**src/source/hdmi_tx_pkg.sv**
```systemverilog
package hdmi_tx_pkg;

    // register bus widths
    typedef logic [7:0] reg_addr_t;
    typedef logic [7:0] reg_data_t;

    // index of a command inside one phase
    typedef logic [4:0] step_t;

    // configuration phases, walked in order by the sequencer
    typedef enum logic [2:0] {
        hpd_check  = 3'd0,
        power_up   = 3'd1,
        init       = 3'd2,
        pll_check  = 3'd3,
        power_down = 3'd4,
        idle       = 3'd5
    } phase_t;

    // one register bus transaction
    typedef struct packed {
        logic      is_read;
        reg_addr_t addr;
        // write value, ignored for reads
        reg_data_t value;
    } bus_cmd_t;

    // per-mode video settings loaded during init
    typedef struct packed {
        // value for register 0x17, sync polarity and aspect ratio
        reg_data_t sync_cfg;
        // value for register 0x3B, pixel repetition
        reg_data_t pixel_repeat_cfg;
        // value for register 0x3C, VIC
        reg_data_t vic_cfg;
    } video_cfg_t;

    // 7-bit bus address of the transmitter chip
    localparam logic [6:0] chip_addr = 7'h39;

    // status registers
    localparam reg_addr_t reg_hpd_state  = 8'h42;
    localparam reg_addr_t reg_pll_status = 8'h9E;

    // hot-plug detect state in 0x42
    localparam int hpd_bit = 6;
    // PLL lock flag in 0x9E
    localparam int pll_lock_bit = 4;

    // number of commands in each write phase
    localparam step_t power_up_len   = 5'd11;
    localparam step_t init_len       = 5'd16;
    localparam step_t power_down_len = 5'd3;

endpackage

```
**src/source/hdmi_tx_bus_port.sv**
```systemverilog
`timescale 1ns/1ps

module hdmi_tx_bus_port (
    input  logic                   clk,
    input  logic                   reset,
    input  logic                   issue,
    input  hdmi_tx_pkg::bus_cmd_t  cmd,
    input  logic                   bus_done,
    input  logic                   bus_ack_error,
    input  hdmi_tx_pkg::reg_data_t bus_rdata,
    output logic                   bus_valid,
    output hdmi_tx_pkg::bus_cmd_t  bus_cmd,
    output logic                   complete,
    output hdmi_tx_pkg::reg_data_t rdata
);

    // set for one cycle between a failed transfer and its repeat
    logic retry;

    // request handshake and retry control
    always_ff @(posedge clk) begin
        if (!reset) begin
            bus_valid <= 1'b0;
            complete  <= 1'b0;
            retry     <= 1'b0;
        end else begin
            complete <= 1'b0;
            retry    <= 1'b0;
            if (issue) begin
                bus_valid <= 1'b1;
            end else if (retry) begin
                // same command again, bus_cmd was left untouched
                bus_valid <= 1'b1;
            end else if (bus_valid && bus_done) begin
                bus_valid <= 1'b0;
                if (bus_ack_error) begin
                    retry <= 1'b1;
                end else begin
                    complete <= 1'b1;
                end
            end
        end
    end

    // command register, loaded only when a new command is issued
    always_ff @(posedge clk) begin
        if (issue) begin
            bus_cmd <= cmd;
        end
    end

    // read data of the last successful transfer
    always_ff @(posedge clk) begin
        if (bus_valid && bus_done && !bus_ack_error) begin
            rdata <= bus_rdata;
        end
    end

endmodule

```
**src/source/hdmi_tx_command_table.sv**
```systemverilog
`timescale 1ns/1ps

module hdmi_tx_command_table #(
    parameter bit output_422 = 1'b0
) (
    input  hdmi_tx_pkg::phase_t     phase,
    input  hdmi_tx_pkg::step_t      step,
    input  hdmi_tx_pkg::video_cfg_t video_cfg,
    output hdmi_tx_pkg::bus_cmd_t   cmd,
    output logic                    last
);

    // status checks are a single read
    localparam hdmi_tx_pkg::step_t check_len = 5'd1;

    function automatic hdmi_tx_pkg::bus_cmd_t write_reg(
        input hdmi_tx_pkg::reg_addr_t addr,
        input hdmi_tx_pkg::reg_data_t value
    );
        hdmi_tx_pkg::bus_cmd_t c;
        c.is_read = 1'b0;
        c.addr    = addr;
        c.value   = value;
        return c;
    endfunction

    function automatic hdmi_tx_pkg::bus_cmd_t read_reg(
        input hdmi_tx_pkg::reg_addr_t addr
    );
        hdmi_tx_pkg::bus_cmd_t c;
        c.is_read = 1'b1;
        c.addr    = addr;
        c.value   = '0;
        return c;
    endfunction

    always_comb begin
        cmd  = '0;
        last = 1'b0;
        case (phase)
            hdmi_tx_pkg::hpd_check: begin
                cmd  = read_reg(hdmi_tx_pkg::reg_hpd_state);
                last = (step == check_len);
            end
            hdmi_tx_pkg::power_up: begin
                last = (step == hdmi_tx_pkg::power_up_len);
                case (step)
                    // all circuits powered up, sync adjust off
                    5'd0:  cmd = write_reg(8'h41, 8'h10);
                    // fixed registers from the chip programming guide
                    5'd1:  cmd = write_reg(8'h98, 8'h03);
                    5'd2:  cmd = write_reg(8'h9A, 8'hE0);
                    5'd3:  cmd = write_reg(8'h9C, 8'h30);
                    5'd4:  cmd = write_reg(8'h9D, 8'h01);
                    5'd5:  cmd = write_reg(8'hA2, 8'hA4);
                    5'd6:  cmd = write_reg(8'hA3, 8'hA4);
                    5'd7:  cmd = write_reg(8'hE0, 8'hD0);
                    5'd8:  cmd = write_reg(8'hF9, 8'h00);
                    // enable HPD and monitor sense interrupts
                    5'd9:  cmd = write_reg(8'h94, 8'hC0);
                    // clear pending interrupt flags
                    5'd10: cmd = write_reg(8'h96, 8'hC0);
                    default: cmd = '0;
                endcase
            end
            hdmi_tx_pkg::init: begin
                last = (step == hdmi_tx_pkg::init_len);
                case (step)
                    // 44.1 kHz I2S, 24 bit RGB 4:4:4 input
                    5'd0:  cmd = write_reg(8'h15, 8'h00);
                    5'd1:  cmd = write_reg(8'h17, video_cfg.sync_cfg);
                    // 8 bit colour depth, 4:2:2 YCbCr output when selected
                    5'd2:  cmd = write_reg(8'h16, output_422 ? 8'hB1 : 8'h30);
                    // RGB in AVI InfoFrame
                    5'd3:  cmd = write_reg(8'h55, 8'h00);
                    // colour space converter off
                    5'd4:  cmd = write_reg(8'h18, 8'h46);
                    // HDMI mode, HDCP off
                    5'd5:  cmd = write_reg(8'hAF, 8'h06);
                    // no clock delay
                    5'd6:  cmd = write_reg(8'hBA, 8'h60);
                    // automatic CTS, I2S audio, 128xfs
                    5'd7:  cmd = write_reg(8'h0A, 8'h00);
                    // audio N value 0x01880 over three registers
                    5'd8:  cmd = write_reg(8'h01, 8'h00);
                    5'd9:  cmd = write_reg(8'h02, 8'h18);
                    5'd10: cmd = write_reg(8'h03, 8'h80);
                    // SPDIF off, internal MCLK
                    5'd11: cmd = write_reg(8'h0B, 8'h0E);
                    // I2S0 enabled, right justified
                    5'd12: cmd = write_reg(8'h0C, 8'h05);
                    // 16 bit I2S samples
                    5'd13: cmd = write_reg(8'h0D, 8'h10);
                    5'd14: cmd = write_reg(8'h3B, video_cfg.pixel_repeat_cfg);
                    5'd15: cmd = write_reg(8'h3C, video_cfg.vic_cfg);
                    default: cmd = '0;
                endcase
            end
            hdmi_tx_pkg::pll_check: begin
                cmd  = read_reg(hdmi_tx_pkg::reg_pll_status);
                last = (step == check_len);
            end
            hdmi_tx_pkg::power_down: begin
                last = (step == hdmi_tx_pkg::power_down_len);
                case (step)
                    // main power down
                    5'd0: cmd = write_reg(8'h41, 8'h50);
                    // keep HPD interrupts armed so a new monitor is seen
                    5'd1: cmd = write_reg(8'h94, 8'hC0);
                    5'd2: cmd = write_reg(8'h96, 8'hC0);
                    default: cmd = '0;
                endcase
            end
            default: begin
                // idle has nothing to send
                last = 1'b1;
            end
        endcase
    end

endmodule

```
**src/source/hdmi_tx_config.sv**
```systemverilog
`timescale 1ns/1ps

module hdmi_tx_config #(
    parameter bit output_422 = 1'b0
) (
    input  logic                     clk,
    input  logic                     reset,
    input  logic                     hdmi_int,
    input  hdmi_tx_pkg::video_cfg_t  video_cfg,
    input  logic                     bus_done,
    input  logic                     bus_ack_error,
    input  hdmi_tx_pkg::reg_data_t   bus_rdata,
    output logic                     bus_valid,
    output hdmi_tx_pkg::bus_cmd_t    bus_cmd,
    output logic                     ready
);

    hdmi_tx_pkg::phase_t    phase;
    hdmi_tx_pkg::step_t     step;
    hdmi_tx_pkg::bus_cmd_t  cmd;
    hdmi_tx_pkg::reg_data_t rdata;
    logic                   last;
    logic                   issue;
    logic                   complete;

    hdmi_tx_sequencer hdmi_tx_sequencer_i (
        .clk      (clk),
        .reset    (reset),
        .hdmi_int (hdmi_int),
        .complete (complete),
        .rdata    (rdata),
        .last     (last),
        .phase    (phase),
        .step     (step),
        .issue    (issue),
        .ready    (ready)
    );

    hdmi_tx_command_table #(
        .output_422 (output_422)
    ) hdmi_tx_command_table_i (
        .phase     (phase),
        .step      (step),
        .video_cfg (video_cfg),
        .cmd       (cmd),
        .last      (last)
    );

    hdmi_tx_bus_port hdmi_tx_bus_port_i (
        .clk           (clk),
        .reset         (reset),
        .issue         (issue),
        .cmd           (cmd),
        .bus_done      (bus_done),
        .bus_ack_error (bus_ack_error),
        .bus_rdata     (bus_rdata),
        .bus_valid     (bus_valid),
        .bus_cmd       (bus_cmd),
        .complete      (complete),
        .rdata         (rdata)
    );

endmodule

```
**src/source/hdmi_tx_sequencer.sv**
```systemverilog
`timescale 1ns/1ps

module hdmi_tx_sequencer (
    input  logic                   clk,
    input  logic                   reset,
    input  logic                   hdmi_int,
    input  logic                   complete,
    input  hdmi_tx_pkg::reg_data_t rdata,
    input  logic                   last,
    output hdmi_tx_pkg::phase_t    phase,
    output hdmi_tx_pkg::step_t     step,
    output logic                   issue,
    output logic                   ready
);

    typedef enum logic [1:0] {
        issue_cmd = 2'd0,
        wait_cmd  = 2'd1,
        rest      = 2'd2
    } seq_state_t;

    seq_state_t state;

    // interrupt line sampling
    logic int_sync;
    logic int_prev;
    logic int_fall;
    logic int_pending;
    logic restart;

    assign int_fall = int_prev & ~int_sync;

    // a pending interrupt is only served once the sequence has settled
    assign restart = (state == rest) && int_pending;

    // one command per visit to issue_cmd, none once the phase is used up
    assign issue = (state == issue_cmd) && !last;

    // the chip pulls its interrupt line low, so only falling edges count
    always_ff @(posedge clk) begin
        if (!reset) begin
            int_sync    <= 1'b1;
            int_prev    <= 1'b1;
            int_pending <= 1'b0;
        end else begin
            int_sync <= hdmi_int;
            int_prev <= int_sync;
            if (int_fall) begin
                int_pending <= 1'b1;
            end else if (restart) begin
                int_pending <= 1'b0;
            end
        end
    end

    always_ff @(posedge clk) begin
        if (!reset) begin
            state <= issue_cmd;
            phase <= hdmi_tx_pkg::hpd_check;
            step  <= '0;
            ready <= 1'b0;
        end else begin
            case (state)
                issue_cmd: begin
                    if (!last) begin
                        state <= wait_cmd;
                    end else begin
                        // phase finished, pick the next one
                        step <= '0;
                        case (phase)
                            hdmi_tx_pkg::hpd_check: begin
                                if (rdata[hdmi_tx_pkg::hpd_bit]) begin
                                    phase <= hdmi_tx_pkg::power_up;
                                end else begin
                                    phase <= hdmi_tx_pkg::power_down;
                                end
                            end
                            hdmi_tx_pkg::power_up: begin
                                phase <= hdmi_tx_pkg::init;
                            end
                            hdmi_tx_pkg::init: begin
                                phase <= hdmi_tx_pkg::pll_check;
                            end
                            hdmi_tx_pkg::pll_check: begin
                                if (rdata[hdmi_tx_pkg::pll_lock_bit]) begin
                                    phase <= hdmi_tx_pkg::idle;
                                    state <= rest;
                                    ready <= 1'b1;
                                end else begin
                                    // PLL not locked yet, start over
                                    phase <= hdmi_tx_pkg::hpd_check;
                                end
                            end
                            hdmi_tx_pkg::power_down: begin
                                // no monitor attached
                                phase <= hdmi_tx_pkg::idle;
                                state <= rest;
                                ready <= 1'b0;
                            end
                            default: begin
                                state <= rest;
                            end
                        endcase
                    end
                end
                wait_cmd: begin
                    // bus port only reports error-free transfers
                    if (complete) begin
                        step  <= step + hdmi_tx_pkg::step_t'(1);
                        state <= issue_cmd;
                    end
                end
                rest: begin
                    if (restart) begin
                        ready <= 1'b0;
                        phase <= hdmi_tx_pkg::hpd_check;
                        step  <= '0;
                        state <= issue_cmd;
                    end
                end
                default: begin
                    state <= issue_cmd;
                end
            endcase
        end
    end

endmodule

```
**config.mk**
```make
export PLATFORM = sky130hd
export DESIGN_NAME = hdmi_tx_config
export DESIGN_NICKNAME = d
export VERILOG_FILES = /design/src/source/hdmi_tx_pkg.sv /design/src/source/hdmi_tx_bus_port.sv /design/src/source/hdmi_tx_command_table.sv /design/src/source/hdmi_tx_config.sv /design/src/source/hdmi_tx_sequencer.sv
export SDC_FILE = /design/constraint.sdc
export NUM_CORES = 1
export LEC_CHECK = 0
export BUFFER_PORTS_ARGS = -buffer_cell sky130_fd_sc_hd__buf_4
export CORE_UTILIZATION = 35
export DETAILED_ROUTE_END_ITERATION = 12
export MAX_ROUTING_LAYER = met4
export PLACE_DENSITY_LB_ADDON = 0.1
export SLEW_MARGIN = 25
export SYNTH_ARGS = -nofsm -noshare
export SYNTH_HDL_FRONTEND = slang
export SYNTH_SLANG_ARGS = --single-unit
```
**constraint.sdc**
```tcl
create_clock -name clk -period 3.4 [get_ports clk]
set_input_delay 0.17 -clock clk [delete_from_list [all_inputs] [get_ports clk]]
set_output_delay 0.17 -clock clk [all_outputs]
set_load 0.05 [all_outputs]
```
# == After elaboration in Yosys (flattened, before gate mapping) ==
# Memory sizes are Yosys's and may differ from the RTL's. A register that Yosys moved wholly into a read port is not among the register bits.
# Index checks and enable logic that the tools add are counted.
# classes
shifts,0
reduce_logical,20
multipliers,0
muxes,34
bitwise,4
n_lt_le_gt_ge,0
div,0
eq_ne,30
add_sub_neg,1
# op_table
operator,n
$pmux 16 s16,1
$pmux 17 s5,1
$pmux 16 s3,1
$eq 5x4->1 const B,8
$eq 5x3->1 const B,4
$mux 17,1
$mux 5,3
$pmux 3 s5,1
$pmux 5 s3,1
$mux 3,4
$reduce_and 4->1,3
$eq 5x2->1 const B,2
$mux 1,9
$mux 2,4
$mux 4,2
$eq 3x2->1 const B,2
$ne 2x1->1 const B,3
$ne 6x1->1 const B,1
$pmux 2 s3,1
$pmux 3 s2,1
$reduce_bool 3->1,2
$add 5x1->5 const B,1
$eq 5x1->1 const B,1
$eq 5x5->1 const B,1
23 further kinds,31
# totals
elab_cells,104
register_bits,41
mem_bits_ro,240
latchBits,0
output_inout_bits,19
n_memories,1
ram_bits,0
in_bits,37
# mem_list
name,words,word_bits,rd,rd_clocked_by_memory_dff,write_ports,line,text
(no name shown),16,15,1,1,0,hdmi_tx_command_table.sv:47,case (step)

# == Longest topological paths before layout ==
# logic_depth
word_depth,7
mapped_depth,13
ltp_nobuf,12

# == By module ==
# From an unflattened synthesis, not the netlist that was laid out.
# hier_totals
cells_unflattened,292
area_unflattened_um2,2660.1
# modules_own_cells
module,n_inst,seq_area_each_um2,area_each_um2,cells_per_inst
hdmi_tx_command_table,1,0.0,1074.8,170
hdmi_tx_bus_port,1,810.8,862.1,36
hdmi_tx_sequencer,1,280.3,723.2,86

# == Worst setup path after synthesis ==
# No wires, ideal clock.
# synth_timing
kind,reg2reg
start,reg hdmi_tx_sequencer_i.step[0]
end,reg with a tool-made name
n_path_buf,1
setup_slack_ps,442
synth_period_minus_slack_ps,2958
stages_incl_launch_ff,12
t_required_ps,3313
arrival_ps,2871
cell_sequence,dfxtp_1 -> ha_1 -> buf_2 -> nor4b_4 -> a21oi_2 -> o211a_4 -> nand2b_1 -> a22oi_1 -> nand2b_1 -> ha_1 -> or3_1 -> o31ai_1
# synth_lines
element,line,text
from (decl),hdmi_tx_sequencer.sv:11,"output hdmi_tx_pkg::step_t step,"
from (signal assigned),hdmi_tx_sequencer.sv:109,step <= step + hdmi_tx_pkg::step_t'(1);

==> impl_metrics.csv <==
group,metric,value,unit
timing,worst_pin_slew,0.547,ns
global_routing,antenna_found_initial,0,
final_layout,drive_gt1_share,23.2,%
timing,fin_crit,3.00,ns
worst_setup_path,worstSetupStartpointType,"register",
logic_synthesis,synth-async-reset-ratio,0,%
clock_network,cts_max_level,2,
logic_synthesis,synth_top_area_share,21.9,%
clock_network,cts_buffers,5,
floorplanning,io_pins,56,
floorplanning,die_h,93.5,microns
worst_setup_path,crit_type,"reg -> reg",
worst_setup_path,endpoint_kind,"register",
global_routing,use_met3,2.85,%
drt,wire_per_inst,15.6,microns
logic_synthesis,synth_area_leaders,"dfxtp_1 22%, edfxtp_1 19%, ha_1 4.3%",
timing,setup_viol,0,
worst_setup_path,crit_fanout,15,
place,gp_congestion,0.846,
drt,drt_iter0_markers,96,
global_routing,grt_first_pass_wirelength,11.9,mm
logic_synthesis,yosysTopAreaCell,"dfxtp_1",
hold_path,worstHoldPathCells,1,
worst_setup_path,cp.required,3.62,ns
drt,antenna_left,0,
final_layout,mostFrequentLayoutCells,"62 x buf_4, 32 x dfxtp_1, 31 x nand2_1, 24 x a21oi_1, 22 x nor2_1",
logic_synthesis,netlist_area,2930,sq um
floorplanning,rows,33,
final_layout,antenna_cells,0,
pwr,p_leak,0.00141,uW
logic_synthesis,syn_nets,369,
final_layout,final_common_cell,"buf_4",
pwr,p_per_area,668,nW/um^2
timing,setup_tns,0,ns
status,status,"completed",
clock_network,cts_root_buffer,"clkbuf_8",
global_routing,use_met2,28.8,%
clock_network,cts_tree,"built",
floorplanning,start_util,35.8,%
drt,num_vias,2506,
logic_synthesis,synth_cell_types,62,
global_routing,grt_max_degree,21,
final_layout,layout.nets,416,
logic_synthesis,ys_ff_latch,51,
timing,max_freq,0.334,GHz
final_layout,nFillCells,825,
floorplanning,die_area,8740,sq um
floorplanning,die_x,93.5,microns
timing,rsz0062_at_grt,"no",
clock_network,path_clk_slew,0.10,ns
worst_setup_path,worstPathCellList,"nor3_2 -> a21boi_2 -> o211a_4 -> buf_4 -> a21o_1 -> and2_1 -> ha_1 -> or3_1 -> o31ai_1",
drt,post-route-drc-count,0,
worst_setup_path,r2r_cells,9,
clock_network,post_cts_buffers,0,
logic_synthesis,ys_warn_count,0,
timing,worst_hold_slack,0.0366,ns
clock_network,cts_sinks,51,
worst_setup_path,crit_slowest_cell,"nor3_2",
drt,vias_per_cell,5.28,
pwr,p_total,2350,uW
logic_synthesis,ys_seq_area_share,41.3,%
pwr,ir_worst_vdd,0.236,mV
place,io_buffers,49,
global_routing,first_global_vias,2358,
timing,finalCritPeriodShare,88.2,%
global_routing,grt-ovfl-total,0,
final_layout,synthToLayoutAreaGrowth,20.2,%
floorplanning,core_area,8180,sq um
flow_run,cap_violations,0,
clock_network,insertion_delay,0.31,ns
clock_network,clockBufferDepth,2,
timing,clock_skew,0.0186,ns
worst_setup_path,cpPeakStageDelay,0.52,ns
logic_synthesis,syn_area_per_cell,9.10,sq um
timing,slew_violations,0,
timing,relSlewSlack,63.5,%
drt,routed_wl,7.40,mm
drt,first_pass_iters,4,
place,hpwl,5.60,mm
global_routing,track_usage,18.0,%
logic_synthesis,synth_top_flop_cell,"dfxtp_1",
logic_synthesis,syn_inst,322,
timing,finalHoldViolCount,0,
clock_network,ctsHoldBuffers,0,
clock_network,postCtsResizedCells,0,
global_routing,globalRouteMet1Util,23.5,%
worst_setup_path,cp.arrival,3.22,ns
logic_synthesis,synth-edff-count,19,
final_layout,final_util,43.1,%
hold_path,hold_path.class,"in -> reg",
global_routing,grt.busiest_layer,"met2",
-- worst max-delay path, delay by kind of cell, from the launching register on --
family                   cells  cell delay, ns
AND/OR/NAND/NOR              3            1.12
adder cells (fa/ha/maj)      1            0.38
AO/OA/AOI/OAI                4            0.76
flip-flops                   1            0.48
buffers and inverters        1            0.19
-- final cells by class --
type,instances,area [sq um],share of cell area [%]
Clock inverter,3,26.3,0.747
Inverter,15,58.8,1.67
Clock buffer,5,68.8,1.96
Timing Repair Buffer,62,465,13.2
Sequential cell,51,1210,34.4
Multi-Input combinational cell,234,1560,44.3
Tap cell,105,131,3.73
-- power by group --
part	switching (uW)	internal, uW
combinational	714	360
clock	221	152
sequential	93.8	811
total	1030	1320
-- synth_stat cells (all sizes together) (4+ instances only) --
master and count:
a21oi 25, ha 10, o21ai 18, a22oi 4, a221oi 7, buf 10
edfxtp 19, nor3b 6, clkbuf 12, mux2i 5, nor2 22, nor3 8
or3 4, nor2b 13, o211ai 4, nand2b 11, nand3 7, a31oi 4
dfxtp 32, a21o 4, inv 15, nand2 32, and2 4
-- layer usage --
metal	vias up	part of all wire, %	wire (microns)
li1	1271	-	-
met5	-	0	0
met3	11	5.0	373
met1	1153	47	3500
met4	0	1.6	117
met2	71	46	3410
-- kinds of logic after synthesis --
group                    after synthesis  share of synthesized area [%]
buffers and inverters                 37                           5.68
XOR/XNOR                               2                          0.598
multiplexers                           8                           2.86
flip-flops                            51                           41.3
adder cells (fa/ha/maj)               10                           4.27
AND/OR/NAND/NOR                      117                           22.0
AO/OA/AOI/OAI                         97                           23.2
-- final timing paths --
path         slack, ns                                 endpoint                                startpoint
max               0.40                                 register  hdmi_tx_sequencer_i.step[2]$_SDFFE_PN0N_
min               0.04    hdmi_tx_bus_port_i.rdata[4]$_DFFE_PP_                              bus_rdata[4]
max reg2reg       0.40                                 register  hdmi_tx_sequencer_i.step[2]$_SDFFE_PN0N_
min reg2reg       0.45  hdmi_tx_sequencer_i.int_prev$_SDFF_PN1_   hdmi_tx_sequencer_i.int_sync$_SDFF_PN1_
-- per-stage QoR --
| stage | worst slack [ns] | cells | instance area (sq um) |
|---|---|---|---|
| 2_1_floorplan | 0.442 | 322 | 2930 |
| 3_3_place_gp | 0.457 | 467 | 3420 |
| 3_5_place_dp | 0.451 | 467 | 3420 |
| 4_1_cts | 0.415 | 475 | 3520 |
| 5_1_grt | 0.140 | 475 | 3520 |
| 6_report | 0.402 | 475 | 3520 |
Power figures use the tool's default switching activity.
